--- src/cpu_macros.svh ---
`ifndef CPU_MACROS_SVH
`define CPU_MACROS_SVH

`define XLEN 8
`define ALEN 16

// 8080 register field codes with 6 left for M
`define REG_B 3'd0
`define REG_C 3'd1
`define REG_D 3'd2
`define REG_E 3'd3
`define REG_H 3'd4
`define REG_L 3'd5
`define REG_A 3'd7

`define OP_MVI_BASE 8'h06
`define OP_JMP      8'hC3
`define OP_JCC_BASE 8'hC2
`define OP_LDA      8'h3A
`define OP_STA      8'h32
`define OP_HLT      8'h76
`define OP_NOP      8'h00

`define RESET_PC 16'h0000

`endif

--- src/cpu_pkg.sv ---
`include "cpu_macros.svh"

package cpu_pkg;

    typedef enum logic [2:0] {T1, T2, T3, T4, T5, TW, TWH, TR} t_state_e;

    typedef enum logic [1:0] {M1, M2, M3, M4} m_cycle_e;

    // same order as the alu_op field of the opcode
    typedef enum logic [2:0] {
        ADD, ADC_UNUSED, SUB, SBB_UNUSED, AND, XOR, OR, CMP
    } alu_op_e;

    typedef enum logic [3:0] {
        MOV, MVI, ALU_REG, ALU_IMM, JMP, JCC, LDA, STA, HLT, NOP, ILLEGAL
    } instr_class_e;

    typedef struct packed {
        instr_class_e cls;
        logic [2:0]   sss;
        logic [2:0]   ddd;
        alu_op_e      alu_op;
        logic [1:0]   cc; // NZ, Z, NC, C
    } dec_s;

    typedef struct packed {
        logic s;
        logic z;
        logic c;
    } flags_s;

    typedef struct packed {
        logic [2:0] rd_sel;
        logic       rd_en; // tmp loads the selected register when set
        logic [2:0] wr_sel;
        logic       wr_en;
        logic       write_a;
        logic       write_tmp;
        logic       write_instr;
        logic       write_w;
        logic       write_z;
        logic       inc_pc;
        logic       adr_wz; // WZ as the address source
        logic       write_adr;
        alu_op_e    alu_op;
        logic       alu_en;
        logic       alu_no_wb;
        logic       write_data_out;
        logic       dout_tmp; // tmp as the data_out source
        logic       load_pc_from_wz;
    } ctrl_s;

    typedef struct packed {
        logic [`ALEN-1:0] addr;
        logic [`XLEN-1:0] data_out;
        logic             dbin;
        logic             write;
        logic             sync;
        logic             wwait;
        logic             m1;
        logic             hlta;
    } bus_s;

endpackage

--- src/instr_decode.sv ---
`timescale 1ns/10ps
`include "cpu_macros.svh"

module instr_decode (
    input  logic [`XLEN-1:0] instr,
    output cpu_pkg::dec_s    dec
);

    logic op_kept;
    logic sss_m;
    logic ddd_m;

    assign op_kept = (instr[5:3] != 3'd1) && (instr[5:3] != 3'd3); // no ADC or SBB
    assign sss_m   = instr[2:0] == 3'd6;
    assign ddd_m   = instr[5:3] == 3'd6;

    always_comb begin
        dec.sss    = instr[2:0];
        dec.ddd    = instr[5:3];
        dec.alu_op = cpu_pkg::alu_op_e'(instr[5:3]);
        dec.cc     = instr[4:3];
        dec.cls    = cpu_pkg::ILLEGAL;

        case (instr[7:6])
            2'b00: begin
                if (instr == `OP_NOP) begin
                    dec.cls = cpu_pkg::NOP;
                end else if ((instr & 8'hC7) == `OP_MVI_BASE && !ddd_m) begin
                    dec.cls = cpu_pkg::MVI;
                end else if (instr == `OP_LDA) begin
                    dec.cls = cpu_pkg::LDA;
                end else if (instr == `OP_STA) begin
                    dec.cls = cpu_pkg::STA;
                end
            end
            2'b01: begin
                if (instr == `OP_HLT) begin
                    dec.cls = cpu_pkg::HLT;
                end else if (!sss_m && !ddd_m) begin
                    dec.cls = cpu_pkg::MOV;
                end
            end
            2'b10: begin
                if (op_kept && !sss_m) begin
                    dec.cls = cpu_pkg::ALU_REG;
                end
            end
            default: begin
                if (instr == `OP_JMP) begin
                    dec.cls = cpu_pkg::JMP;
                end else if ((instr & 8'hE7) == `OP_JCC_BASE) begin
                    dec.cls = cpu_pkg::JCC; // only NZ, Z, NC, C
                end else if (instr[2:0] == 3'd6 && op_kept) begin
                    dec.cls = cpu_pkg::ALU_IMM;
                end
            end
        endcase
    end

endmodule

--- src/cycle_sequencer.sv ---
`timescale 1ns/10ps
`include "cpu_macros.svh"

module cycle_sequencer (
    input  logic             clk,
    input  logic             is_rst,
    input  logic             ready,
    input  logic [`XLEN-1:0] data_in,
    input  cpu_pkg::dec_s    dec,
    input  cpu_pkg::flags_s  flags,
    output logic [`XLEN-1:0] instr,
    output cpu_pkg::ctrl_s   ctrl,
    output logic             dbin,
    output logic             write,
    output logic             sync,
    output logic             wwait,
    output logic             m1,
    output logic             hlta
);

    cpu_pkg::t_state_e t_state;
    cpu_pkg::t_state_e t_state_next;
    cpu_pkg::m_cycle_e m_cycle;
    cpu_pkg::m_cycle_e m_cycle_next;

    logic halt;
    logic take_jump;
    logic take_next;
    logic cond_met;
    logic data_in_en;
    logic data_out_en;
    logic mcycle_end;
    logic instr_end;
    logic hlt_req;
    logic write_ddd;
    logic use_wz;

    logic is_mov;
    logic is_mvi;
    logic is_alu_reg;
    logic is_alu_imm;
    logic is_jmp;
    logic is_jcc;
    logic is_lda;
    logic is_sta;

    assign is_mov     = dec.cls == cpu_pkg::MOV;
    assign is_mvi     = dec.cls == cpu_pkg::MVI;
    assign is_alu_reg = dec.cls == cpu_pkg::ALU_REG;
    assign is_alu_imm = dec.cls == cpu_pkg::ALU_IMM;
    assign is_jmp     = dec.cls == cpu_pkg::JMP;
    assign is_jcc     = dec.cls == cpu_pkg::JCC;
    assign is_lda     = dec.cls == cpu_pkg::LDA;
    assign is_sta     = dec.cls == cpu_pkg::STA;

    always_comb begin
        case (dec.cc)
            2'd0:    cond_met = !flags.z;
            2'd1:    cond_met = flags.z;
            2'd2:    cond_met = !flags.c;
            default: cond_met = flags.c;
        endcase
    end

    assign take_next = is_jmp || (is_jcc && cond_met);

    always_comb begin
        ctrl        = '0;
        ctrl.rd_sel = dec.sss;
        ctrl.wr_sel = dec.ddd;
        ctrl.alu_op = dec.alu_op;
        data_in_en  = 1'b0;
        data_out_en = 1'b0;
        mcycle_end  = 1'b0;
        instr_end   = 1'b0;
        hlt_req     = 1'b0;
        write_ddd   = 1'b0;
        use_wz      = 1'b0;

        if (t_state == cpu_pkg::TR) begin
            instr_end = 1'b1; // first fetch from PC
        end else begin
            case ({m_cycle, t_state})
                {cpu_pkg::M1, cpu_pkg::T1}: ctrl.inc_pc = 1'b1;
                {cpu_pkg::M1, cpu_pkg::T2}, {cpu_pkg::M1, cpu_pkg::TW}: begin
                    data_in_en       = 1'b1;
                    ctrl.write_instr = 1'b1;
                end
                {cpu_pkg::M1, cpu_pkg::T3}: begin
                    if (is_mov || is_alu_reg) begin
                        ctrl.rd_en     = 1'b1;
                        ctrl.write_tmp = 1'b1;
                    end
                end
                {cpu_pkg::M1, cpu_pkg::T4}: begin
                    case (dec.cls)
                        cpu_pkg::MOV: begin
                            write_ddd = 1'b1;
                            instr_end = 1'b1;
                        end
                        cpu_pkg::ALU_REG: begin
                            ctrl.alu_en    = 1'b1;
                            ctrl.alu_no_wb = dec.alu_op == cpu_pkg::CMP;
                            instr_end      = 1'b1;
                        end
                        cpu_pkg::HLT: hlt_req = 1'b1;
                        cpu_pkg::NOP, cpu_pkg::ILLEGAL: instr_end = 1'b1;
                        default: begin
                            mcycle_end     = 1'b1; // operand fetch from PC
                            ctrl.write_adr = 1'b1;
                        end
                    endcase
                end
                {cpu_pkg::M1, cpu_pkg::T5}: instr_end = 1'b1;
                {cpu_pkg::M2, cpu_pkg::T1}, {cpu_pkg::M3, cpu_pkg::T1}: ctrl.inc_pc = 1'b1;
                {cpu_pkg::M2, cpu_pkg::T2}, {cpu_pkg::M2, cpu_pkg::TW}: begin
                    data_in_en = 1'b1;
                    if (is_mvi || is_alu_imm) begin
                        ctrl.write_tmp = 1'b1;
                    end else begin
                        ctrl.write_z = 1'b1; // low byte of address
                    end
                end
                {cpu_pkg::M2, cpu_pkg::T3}: begin
                    if (is_mvi) begin
                        write_ddd = 1'b1;
                        instr_end = 1'b1;
                    end else if (is_alu_imm) begin
                        ctrl.alu_en    = 1'b1;
                        ctrl.alu_no_wb = dec.alu_op == cpu_pkg::CMP;
                        instr_end      = 1'b1;
                    end else begin
                        mcycle_end     = 1'b1;
                        ctrl.write_adr = 1'b1;
                    end
                end
                {cpu_pkg::M3, cpu_pkg::T2}, {cpu_pkg::M3, cpu_pkg::TW}: begin
                    data_in_en   = 1'b1;
                    ctrl.write_w = 1'b1;
                end
                {cpu_pkg::M3, cpu_pkg::T3}: begin
                    if (is_lda || is_sta) begin
                        mcycle_end     = 1'b1;
                        ctrl.adr_wz    = 1'b1;
                        ctrl.write_adr = 1'b1;
                    end else begin
                        instr_end = 1'b1;
                        use_wz    = take_jump;
                    end
                end
                {cpu_pkg::M4, cpu_pkg::T1}: ctrl.write_data_out = is_sta;
                {cpu_pkg::M4, cpu_pkg::T2}, {cpu_pkg::M4, cpu_pkg::TW}: begin
                    data_in_en     = is_lda;
                    ctrl.write_tmp = is_lda;
                    data_out_en    = is_sta;
                end
                {cpu_pkg::M4, cpu_pkg::T3}: begin
                    ctrl.write_a = is_lda;
                    instr_end    = 1'b1;
                end
                default: ;
            endcase
        end

        if (write_ddd) begin
            if (dec.ddd == `REG_A) begin
                ctrl.write_a = 1'b1;
            end else begin
                ctrl.wr_en = 1'b1;
            end
        end

        if (halt || hlt_req) begin
            m_cycle_next = cpu_pkg::M1;
            t_state_next = cpu_pkg::TWH;
        end else if ((t_state == cpu_pkg::T2 || t_state == cpu_pkg::TW) && !ready) begin
            m_cycle_next = m_cycle;
            t_state_next = cpu_pkg::TW;
        end else if (instr_end) begin
            m_cycle_next         = cpu_pkg::M1;
            t_state_next         = cpu_pkg::T1;
            ctrl.write_adr       = 1'b1;
            ctrl.adr_wz          = use_wz;
            ctrl.load_pc_from_wz = use_wz;
        end else if (mcycle_end) begin
            m_cycle_next = cpu_pkg::m_cycle_e'(m_cycle + 2'd1);
            t_state_next = cpu_pkg::T1;
        end else begin
            m_cycle_next = m_cycle;
            case (t_state)
                cpu_pkg::T1:             t_state_next = cpu_pkg::T2;
                cpu_pkg::T2, cpu_pkg::TW: t_state_next = cpu_pkg::T3;
                cpu_pkg::T3:             t_state_next = cpu_pkg::T4;
                default:                 t_state_next = cpu_pkg::T5;
            endcase
        end
    end

    always_ff @(posedge clk) begin
        if (is_rst) begin
            t_state   <= cpu_pkg::TR;
            m_cycle   <= cpu_pkg::M1;
            halt      <= 1'b0;
            take_jump <= 1'b0;
        end else begin
            t_state <= t_state_next;
            m_cycle <= m_cycle_next;
            halt    <= halt || hlt_req;
            if (m_cycle == cpu_pkg::M1 && t_state == cpu_pkg::T4) begin
                take_jump <= take_next; // flags settled by now
            end
        end
    end

    always_ff @(posedge clk) begin
        if (ctrl.write_instr) begin
            instr <= data_in;
        end
    end

    assign dbin  = data_in_en;
    assign write = data_out_en;
    assign sync  = t_state == cpu_pkg::T1;
    assign wwait = (t_state == cpu_pkg::TW) || (t_state == cpu_pkg::TWH);
    assign m1    = (m_cycle == cpu_pkg::M1) && (t_state != cpu_pkg::TWH);
    assign hlta  = halt;

endmodule

--- src/reg_file.sv ---
`timescale 1ns/10ps
`include "cpu_macros.svh"

module reg_file (
    input  logic             clk,
    input  logic             is_rst,
    input  cpu_pkg::ctrl_s   ctrl,
    input  logic [`XLEN-1:0] data_in,
    input  logic [`XLEN-1:0] alu_result,
    output logic [`XLEN-1:0] a_val,
    output logic [`XLEN-1:0] tmp_val,
    output logic [`ALEN-1:0] addr,
    output logic [`XLEN-1:0] data_out
);

    logic [`XLEN-1:0] gpr [0:5]; // B C D E H L
    logic [`XLEN-1:0] a;
    logic [`XLEN-1:0] tmp;
    logic [`XLEN-1:0] w;
    logic [`XLEN-1:0] z;
    logic [`XLEN-1:0] rd_val;
    logic [`ALEN-1:0] pc;
    logic [`ALEN-1:0] pc_inc;

    assign pc_inc = pc + `ALEN'(1);

    always_comb begin
        case (ctrl.rd_sel)
            `REG_B, `REG_C, `REG_D, `REG_E, `REG_H, `REG_L: rd_val = gpr[ctrl.rd_sel];
            `REG_A:  rd_val = a;
            default: rd_val = '0;
        endcase
    end

    always_ff @(posedge clk) begin
        if (is_rst) begin
            pc   <= `RESET_PC;
            addr <= `RESET_PC;
        end else begin
            if (ctrl.load_pc_from_wz) begin
                pc <= {w, z};
            end else if (ctrl.inc_pc) begin
                pc <= pc_inc;
            end
            if (ctrl.write_adr) begin
                addr <= ctrl.adr_wz ? {w, z} : pc;
            end
        end
    end

    always_ff @(posedge clk) begin
        if (ctrl.write_tmp) begin
            tmp <= ctrl.rd_en ? rd_val : data_in;
        end
        if (ctrl.wr_en) begin
            gpr[ctrl.wr_sel] <= tmp;
        end
        if (ctrl.write_a) begin
            a <= tmp;
        end else if (ctrl.alu_en && !ctrl.alu_no_wb) begin
            a <= alu_result;
        end
        if (ctrl.write_w) begin
            w <= data_in;
        end
        if (ctrl.write_z) begin
            z <= data_in;
        end
        if (ctrl.write_data_out) begin
            data_out <= ctrl.dout_tmp ? tmp : a;
        end
    end

    assign a_val   = a;
    assign tmp_val = tmp;

endmodule

--- src/alu.sv ---
`timescale 1ns/10ps
`include "cpu_macros.svh"

module alu (
    input  logic             clk,
    input  logic             is_rst,
    input  cpu_pkg::ctrl_s   ctrl,
    input  logic [`XLEN-1:0] a_val,
    input  logic [`XLEN-1:0] tmp_val,
    output logic [`XLEN-1:0] result,
    output cpu_pkg::flags_s  flags
);

    logic [`XLEN:0] sum;
    logic [`XLEN:0] diff;
    logic           carry;

    assign sum  = {1'b0, a_val} + {1'b0, tmp_val};
    assign diff = {1'b0, a_val} - {1'b0, tmp_val}; // top bit is the borrow

    always_comb begin
        carry = 1'b0;
        case (ctrl.alu_op)
            cpu_pkg::ADD: begin
                result = sum[`XLEN-1:0];
                carry  = sum[`XLEN];
            end
            cpu_pkg::SUB, cpu_pkg::CMP: begin
                result = diff[`XLEN-1:0];
                carry  = diff[`XLEN];
            end
            cpu_pkg::AND: result = a_val & tmp_val;
            cpu_pkg::XOR: result = a_val ^ tmp_val;
            cpu_pkg::OR:  result = a_val | tmp_val;
            default:      result = a_val; // ADC/SBB never decoded
        endcase
    end

    always_ff @(posedge clk) begin
        if (is_rst) begin
            flags <= '0;
        end else if (ctrl.alu_en) begin
            flags.s <= result[`XLEN-1];
            flags.z <= result == '0;
            flags.c <= carry;
        end
    end

endmodule

--- src/cpu_top.sv ---
`timescale 1ns/10ps
`include "cpu_macros.svh"

module cpu_top (
    input  logic             clk,
    input  logic             is_rst,
    input  logic             ready,
    input  logic [`XLEN-1:0] data_in,
    output cpu_pkg::bus_s    bus
);

    logic [`XLEN-1:0] instr;
    logic [`XLEN-1:0] a_val;
    logic [`XLEN-1:0] tmp_val;
    logic [`XLEN-1:0] alu_result;
    logic [`XLEN-1:0] data_out;
    logic [`ALEN-1:0] addr;
    logic             dbin;
    logic             write;
    logic             sync;
    logic             wwait;
    logic             m1;
    logic             hlta;
    cpu_pkg::dec_s    dec;
    cpu_pkg::ctrl_s   ctrl;
    cpu_pkg::flags_s  flags;

    cycle_sequencer u_seq (
        .clk     (clk),
        .is_rst  (is_rst),
        .ready   (ready),
        .data_in (data_in),
        .dec     (dec),
        .flags   (flags),
        .instr   (instr),
        .ctrl    (ctrl),
        .dbin    (dbin),
        .write   (write),
        .sync    (sync),
        .wwait   (wwait),
        .m1      (m1),
        .hlta    (hlta)
    );

    instr_decode u_dec (
        .instr (instr),
        .dec   (dec)
    );

    reg_file u_regs (
        .clk        (clk),
        .is_rst     (is_rst),
        .ctrl       (ctrl),
        .data_in    (data_in),
        .alu_result (alu_result),
        .a_val      (a_val),
        .tmp_val    (tmp_val),
        .addr       (addr),
        .data_out   (data_out)
    );

    alu u_alu (
        .clk     (clk),
        .is_rst  (is_rst),
        .ctrl    (ctrl),
        .a_val   (a_val),
        .tmp_val (tmp_val),
        .result  (alu_result),
        .flags   (flags)
    );

    assign bus = '{addr: addr, data_out: data_out, dbin: dbin, write: write,
                   sync: sync, wwait: wwait, m1: m1, hlta: hlta};

endmodule

--- config.mk ---
export PLATFORM = sky130hd
export DESIGN_NAME = cpu_top
export DESIGN_NICKNAME = d
export VERILOG_FILES = /design/src/cpu_pkg.sv /design/src/instr_decode.sv /design/src/cycle_sequencer.sv /design/src/reg_file.sv /design/src/alu.sv /design/src/cpu_top.sv
export VERILOG_INCLUDE_DIRS = /design/src
export SDC_FILE = /design/constraint.sdc
export NUM_CORES = 1
export LEC_CHECK = 0
export BUFFER_PORTS_ARGS = -buffer_cell sky130_fd_sc_hd__buf_4
export CAP_MARGIN = 25
export CORE_UTILIZATION = 50
export CTS_CLUSTER_SIZE = 8
export DETAILED_ROUTE_END_ITERATION = 6
export GPL_ROUTABILITY_DRIVEN = 0
export HOLD_SLACK_MARGIN = 0.03
export PLACE_DENSITY = 0.7
export SYNTH_ARGS = -nofsm -noshare
export SYNTH_HDL_FRONTEND = slang
export SYNTH_SLANG_ARGS = --single-unit
--- constraint.sdc ---
create_clock -name clk -period 3.05 [get_ports clk]
set_input_delay 0.61 -clock clk [delete_from_list [all_inputs] [get_ports clk]]
set_output_delay 0.61 -clock clk [all_outputs]
set_load 0.02 [all_outputs]
# Word-level counts from Yosys, hierarchy flattened
# Memory sizes are Yosys's and may differ from the RTL's. A register that Yosys moved wholly into a read port is not among the register bits.
# Index checks and enable logic that the tools add are counted.
dict set report totals {
  regBits 89
  ram_bits 48
  in_bits 11
  output_inout_bits 30
  word_cells 221
  memories 1
}
dict set report op_classes {
  addsub 4
  n_eq_ne 58
  mux 87
  bitwise_logic 4
  n_reduce_logical 51
}
# memory depth word_bits read_ports rd_clocked_by_memory_dff write_ports line_no
set memory_table {}
lappend memory_table {u_regs.gpr 6 8 1 1 1 reg_file.sv:16} ;# logic [`XLEN-1:0] gpr [0:5];
# cell n
set ops {}
lappend ops {{$mux 16} 3}
lappend ops {{$mux 1} 42}
lappend ops {{$eq 5x5->1 const B} 8}
lappend ops {{$mux 4} 10}
lappend ops {{$pmux 8 s5} 1}
lappend ops {{$eq 3x3->1 const B} 11}
lappend ops {{$mux 8} 4}
lappend ops {{$mux 2} 11}
lappend ops {{$eq 5x4->1 const B} 4}
lappend ops {{$add 16x1->16 const B} 1}
lappend ops {{$eq 4x3->1 const B} 4}
lappend ops {{$eq 8x6->1 const B} 2}
lappend ops {{$logic_not 8->1} 2}
lappend ops {{$pmux 8 s2} 1}
lappend ops {{$reduce_or 2->1} 8}
lappend ops {{$eq 3x2->1 const B} 5}
lappend ops {{$eq 5x3->1 const B} 3}
lappend ops {{$eq 4x4->1 const B} 3}
lappend ops {{$mux 3} 4}
lappend ops {{$pmux 1 s3} 4}
lappend ops {{$pmux 4 s3} 1}
lappend ops {{$reduce_or 6->1} 2}
lappend ops {{$eq 5x2->1 const B} 2}
lappend ops {{$logic_and 1x1->1} 10}
lappend ops {{34 further kinds} 58}

# Longest topological paths before layout
dict set report logic_depth {
  depth_word 16
  depth_mapped 11
  ltp_nobuf 11
}

# By module
# From an unflattened synthesis, not the netlist that was laid out.
dict set report hier_totals {
  hier_cells 747
  area_unflattened_um2 7985.2
}
# mod n_inst cells_per_inst area_per_inst_um2 seq_area_each_um2
set by_module_without_submodules {}
lappend by_module_without_submodules {reg_file 1 356 4973.5 3283.1}
lappend by_module_without_submodules {alu 1 206 1532.7 60.1}
lappend by_module_without_submodules {cycle_sequencer 1 132 1117.3 380.4}
lappend by_module_without_submodules {instr_decode 1 47 316.6 0.0}
lappend by_module_without_submodules {cpu_top 1 6 45.0 0.0}

# Worst setup path before layout
# No wires, ideal clock.
dict set report synth_path {
  path_type {reg2reg}
  from {reg u_seq.instr[2]}
  to {mem u_regs.gpr[4][0] in the netlist's numbering, enable pin}
  setup_time_ns 0.395
  arrival_time_ns 2.867
  t_required_ns 2.655
  path_slack_ns -0.211
  stages_incl_launch_ff 9
  n_path_buf 2
  period_less_slack_ns 3.261
  path_cell_list {edfxtp_1 buf_2 and3b_1 or4_4 a31oi_1 o2111ai_4 or2_2 clkbuf_1 nor4_1}
}
dict set report synth_via {
  elab_chain_cells 13
  word_cells_on_any_way 33
  cone_classes {8 x eq/ne; 18 x mux; 7 x reduce/logical}
}
# element line_no
set synth_rtl {}
lappend synth_rtl {{from (decl)} cycle_sequencer.sv:11} ;# output logic [`XLEN-1:0] instr,
lappend synth_rtl {{from (signal assigned)} cycle_sequencer.sv:217} ;# instr <= data_in;
lappend synth_rtl {{$eq 8x6->1 (no source line) or $eq 3x3->1 (tied branches)} --}
lappend synth_rtl {{$mux 4, or another cell as far along} instr_decode.sv:32} ;# end else if (instr == `OP_STA) begin
lappend synth_rtl {{$mux 4, or another cell as far along} instr_decode.sv:30} ;# end else if (instr == `OP_LDA) begin
lappend synth_rtl {{$mux 4, on equally long branches} {instr_decode.sv:28, instr_decode.sv:39, instr_decode.sv:51}}
lappend synth_rtl {{$mux 4, on equally long branches} {instr_decode.sv:26, instr_decode.sv:37, instr_decode.sv:49}}
lappend synth_rtl {{$pmux 4 s3 *} instr_decode.sv:24} ;# case (instr[7:6])
lappend synth_rtl {{$eq 4x1->1 or $logic_not 4->1 (tied branches)} {cycle_sequencer.sv:48, cycle_sequencer.sv:96}}
lappend synth_rtl {{$mux 1, on equally long branches} {cycle_sequencer.sv:125, cycle_sequencer.sv:96}}
lappend synth_rtl {{$pmux 1 s2 *} cycle_sequencer.sv:83} ;# case ({m_cycle, t_state})
lappend synth_rtl {{$mux 1 *} cycle_sequencer.sv:80} ;# if (t_state == cpu_pkg::TR) begin
lappend synth_rtl {{$mux 2 *} cycle_sequencer.sv:165} ;# if (write_ddd) begin
lappend synth_rtl {{$mux 1 *} reg_file.sv:55} ;# if (ctrl.wr_en) begin
lappend synth_rtl {{$mux 1 (implied by the code) *} reg_file.sv:56} ;# gpr[ctrl.wr_sel] <= tmp;
lappend synth_rtl {{to (decl)} reg_file.sv:16}
# Mark *: on every way between the ends. The rest lies on a longest branch, timed or not.

# Worst setup path after layout
dict set report layout_path {
  from {reg u_seq.instr[0]}
  to {reg u_regs.addr[3]}
}
dict set report layout_via {
  elab_chain_cells 15
  word_cells_on_any_way 60
  cone_classes {15 x eq/ne; 34 x mux; 11 x reduce/logical}
}
# element line_no
set layout_rtl {}
lappend layout_rtl {{$eq 8x6->1 (no source line) or $eq 3x3->1 (tied branches)} --}
lappend layout_rtl {{$mux 4, or another cell as far along} instr_decode.sv:32}
lappend layout_rtl {{$mux 4, or another cell as far along} instr_decode.sv:30}
lappend layout_rtl {{$mux 4, on equally long branches} {instr_decode.sv:28, instr_decode.sv:39, instr_decode.sv:51}}
lappend layout_rtl {{$mux 4, on equally long branches} {instr_decode.sv:26, instr_decode.sv:37, instr_decode.sv:49}}
lappend layout_rtl {{$pmux 4 s3 *} instr_decode.sv:24}
lappend layout_rtl {{$eq 4x4->1, or another cell as far along} cycle_sequencer.sv:96} ;# case (dec.cls)
lappend layout_rtl {{$reduce_or 4->1 (no source line), or another cell as far along} --}
lappend layout_rtl {{$mux 1, or another cell as far along} cycle_sequencer.sv:96}
lappend layout_rtl {{$pmux 1 s4 or $mux 1 (tied branches)} cycle_sequencer.sv:83}
lappend layout_rtl {{$mux 1 or $mux 8 (tied branches)} cycle_sequencer.sv:80}
lappend layout_rtl {{$mux 2} cycle_sequencer.sv:179} ;# end else if (instr_end) begin
lappend layout_rtl {{$mux 2} cycle_sequencer.sv:176} ;# end else if ((t_state == cpu_pkg::T2 || t_state == cpu_pkg::TW) && !ready) begin
lappend layout_rtl {{$mux 2 *} cycle_sequencer.sv:173} ;# if (halt || hlt_req) begin
lappend layout_rtl {{$mux 16} reg_file.sv:46} ;# addr <= ctrl.adr_wz ? {w, z} : pc;
lappend layout_rtl {{to (signal assigned)} reg_file.sv:38} ;# addr <= `RESET_PC;
lappend layout_rtl {{to (signal assigned)} reg_file.sv:46}
lappend layout_rtl {{to (decl)} reg_file.sv:12} ;# output logic [`ALEN-1:0] addr,
# Marked as above.
# A chain may end at the register's enable or synchronous reset.

==> flow_metrics.py <==
metrics = {
    "layout": {
        "drive_above_1_share": 0.233,
        "fin_nets": 828,
        "fillerInstances": 1210,
        "syn_to_final_growth_pct": 18.5,
        "antenna_cells": 0,
        "fin_util": 0.609,
        "final_cells": 990,
    },
    "placement": {
        "numPortBuffers": 40,
        "dp_hpwl_microns": 13300,
        "post-place-ws_ns": 0.0379,
        "dpl.cell_count": 948,
    },
    "synth": {
        "synth_area_leaders": "edfxtp_1 37%, dfxtp_1 11%, ha_1 4.2%",
        "yosys.cell_types.count": 82,
        "yosysMostFrequentCell": "edfxtp_1",
        "synth_edf_count": 96,
        "yosys.area.top_type_share": 0.369,
        "synth_largest_area_cell": "edfxtp_1",
        "synth_ff_type": "edfxtp_1",
        "synth_area_sq_mm": 0.00781,
        "syn_nets": 762,
        "synth.avg_cell_area_sq_um": 10.8,
        "netlist_instances": 723,
        "synth-seq-cells": 140,
        "yosys_warnings": 0,
        "ys_async_sr_fraction": 0,
        "synthTopCellsByCount": "96 x edfxtp_1, 65 x nor2_1, 45 x nand2_1",
        "ys_seq_area_frac": 0.482,
    },
    "run_status": {
        "status": "completed",
    },
    "clocking": {
        "clk_latency_ns": 0.43,
        "cts_tree": "done",
        "cts_made_buffers": 17,
        "cts_buffer_depth": 2,
        "cts-root-buf": "clkbuf_16",
        "numClockSinks": 140,
        "htreeDepth": 4,
        "clk_pin_slew_worst_paths_ns": 0.07,
        "ctsHoldBuffers": 0,
    },
    "floorplanning": {
        "die_h_microns": 127,
        "coreArea_sq_mm": 0.0152,
        "dieArea_sq_mm": 0.0161,
        "die_x_microns": 127,
        "ios": 41,
        "start_util": 0.514,
        "fp-row-count": 45,
    },
    "critical_path": {
        "path_delay_family": "simple AND/OR/NAND/NOR gates",
        "crit_fanout": 8,
        "slowest_stage": "or4_4",
        "timing.critical_path.cells": "buf_6 -> nand2b_4 -> or4_4 -> and4_4 -> o2111ai_4 -> o211ai_4 -> a2111oi_4 -> buf_4 -> clkbuf_16 -> mux2_4",
        "cp_num_buf_inv": 3,
        "end_kind": "register",
        "cpPeakStageDelay_ns": 0.50,
        "path_class": "register to register",
        "arrival_ns": 3.34,
        "required_ns": 3.36,
        "startpoint_type": "register",
    },
    "route": {
        "drcViolationCount": 0,
        "drt-vias-per-instance": 6.06,
        "first_pass_iters": 5,
        "vias": 6002,
        "routed_wl_microns": 19200,
        "ant_nets": 0,
        "post_drt_wl_per_cell_microns": 19.4,
        "drt-initial-drc-count": 580,
    },
    "grt": {
        "gr-total-overflow": 0,
        "track_usage": 0.240,
        "grt_first_pass_wirelength_microns": 29600,
        "grt_pass1_vias": 5594,
        "antenna_found_initial": 0,
        "grt_start_max_net_pins": 56,
    },
    "sta": {
        "final_max_slew_viol_count": 0,
        "rsz0062_at_grt": "true",
        "period_share": 0.994,
        "finalHoldViolCount": 0,
        "slew_headroom": 0.475,
        "fmaxAchievable_ghz": 0.330,
        "post-route-min-period_ns": 3.03,
        "report.final.setup_viol": 0,
        "worstMarginPinSlew_ns": 0.785,
        "fin_skew_ns": 0.00910,
        "worst_slack_ns": 0.0194,
    },
    "power": {
        "p_per_area_mw_per_mm2": 522,
        "ir_drop_mv": 0.429,
        "leakage_uw": 0.00361,
    },
    "worst_hold_path": {
        "worstHoldPathType": "primary input to register",
    },
    "run": {
        "drv_cap": 0,
    },
}
cell usage in the layout, fill, tap and decap left out, types with 5 or more instances in the layout:
cell,count
mux2_2,9
mux2i_1,32
xor2_1,7
inv_6,6
o31ai_1,5
a31oi_1,12
xnor2_1,15
and3_1,6
inv_1,39
nor3_1,16
buf_4,87
nand2_1,45
mux4_2,9
nor2b_1,22
or3_1,5
o21ai_0,31
a21oi_1,23
dfxtp_1,44
nand2b_1,12
mux2_4,16
clkbuf_16,18
nand3_1,10
nand4_1,7
nor2_1,64
a21o_1,5
edfxtp_1,96
ha_1,26
a211oi_1,27
o21bai_1,5
cell type report:
| class | count | area [sq um] | share of cell area |
|---|---|---|---|
| clock buffers | 17 | 425 | 0.0459 |
| clock inverters | 15 | 153 | 0.0165 |
| inverters | 39 | 146 | 0.0158 |
| multi-input cells | 498 | 3790 | 0.409 |
| flip-flops and latches | 140 | 3760 | 0.406 |
| well taps | 188 | 235 | 0.0254 |
| repair buffers | 93 | 747 | 0.0807 |
stage by stage:
stage                     cell area, sq um  hold slack, ns  power (uW)  TNS, ns
final                                 9260           0.420        4830        0
after CTS                             9070           0.406        4790        0
after global routing                  9260           0.404        4990    -1.63
after global placement                8490           0.493        2760        0
after detailed placement              8490           0.503        2780        0
after floorplan                       7820           0.456        2600    -3.48
sequential cells by signal (all words and copies together), names as in the netlist, 2 cells and up, named ones only:
register and count:
u_regs.z 8, u_regs.addr 16, u_regs.w 8, u_regs.data_out 8, u_alu.flags 2, u_seq.t_state 3
u_regs.tmp_val 8, u_regs.a_val 8, u_regs.gpr 48, u_seq.instr 8, u_regs.pc 16, u_seq.m_cycle 2
power breakdown:
group,internal (uW),switching (uW),leakage [uW],total [uW]
sequential,2060,59.4,0.00122,2120
combinational,309,380,0.00210,689
clock,1150,869,0.000289,2020
total,3520,1310,0.00361,4830
cells by family (layout without fill, tap and decap cells):
kind of cell | after synthesis | in the layout | share of synthesized area
mux | 66 | 66 | 0.108
compound gates | 161 | 161 | 0.150
buf+inv | 85 | 164 | 0.0464
flops | 140 | 140 | 0.482
simple gates | 221 | 221 | 0.143
fa+ha+maj | 28 | 28 | 0.0467
xor+xnor | 22 | 22 | 0.0247
final timing paths:
check	slack, ns	end	start	cells after the start
max	0.02	u_regs.addr[3]	u_seq.instr[0]	10
min	0.42	u_seq.instr[1]	data_in[1]	1
max reg2reg	0.02	u_regs.addr[3]	u_seq.instr[0]	10
min reg2reg	0.51	u_seq.take_jump	u_seq.take_jump	2
metal layers:
layer  vias up  wire length (microns)  GRT usage
met5         -                      0          0
met4         0                    578     0.0973
met3        49                   1130     0.0503
met2       253                   9370      0.399
met1      2878                   8150      0.307
li1       2822                      -          -
timing repair:
action                     4_1_cts  5_1_grt
setup buffers                    0        9
setup endpoints to repair        0       26
resized for setup                0       21
Power figures use the tool's default switching activity.
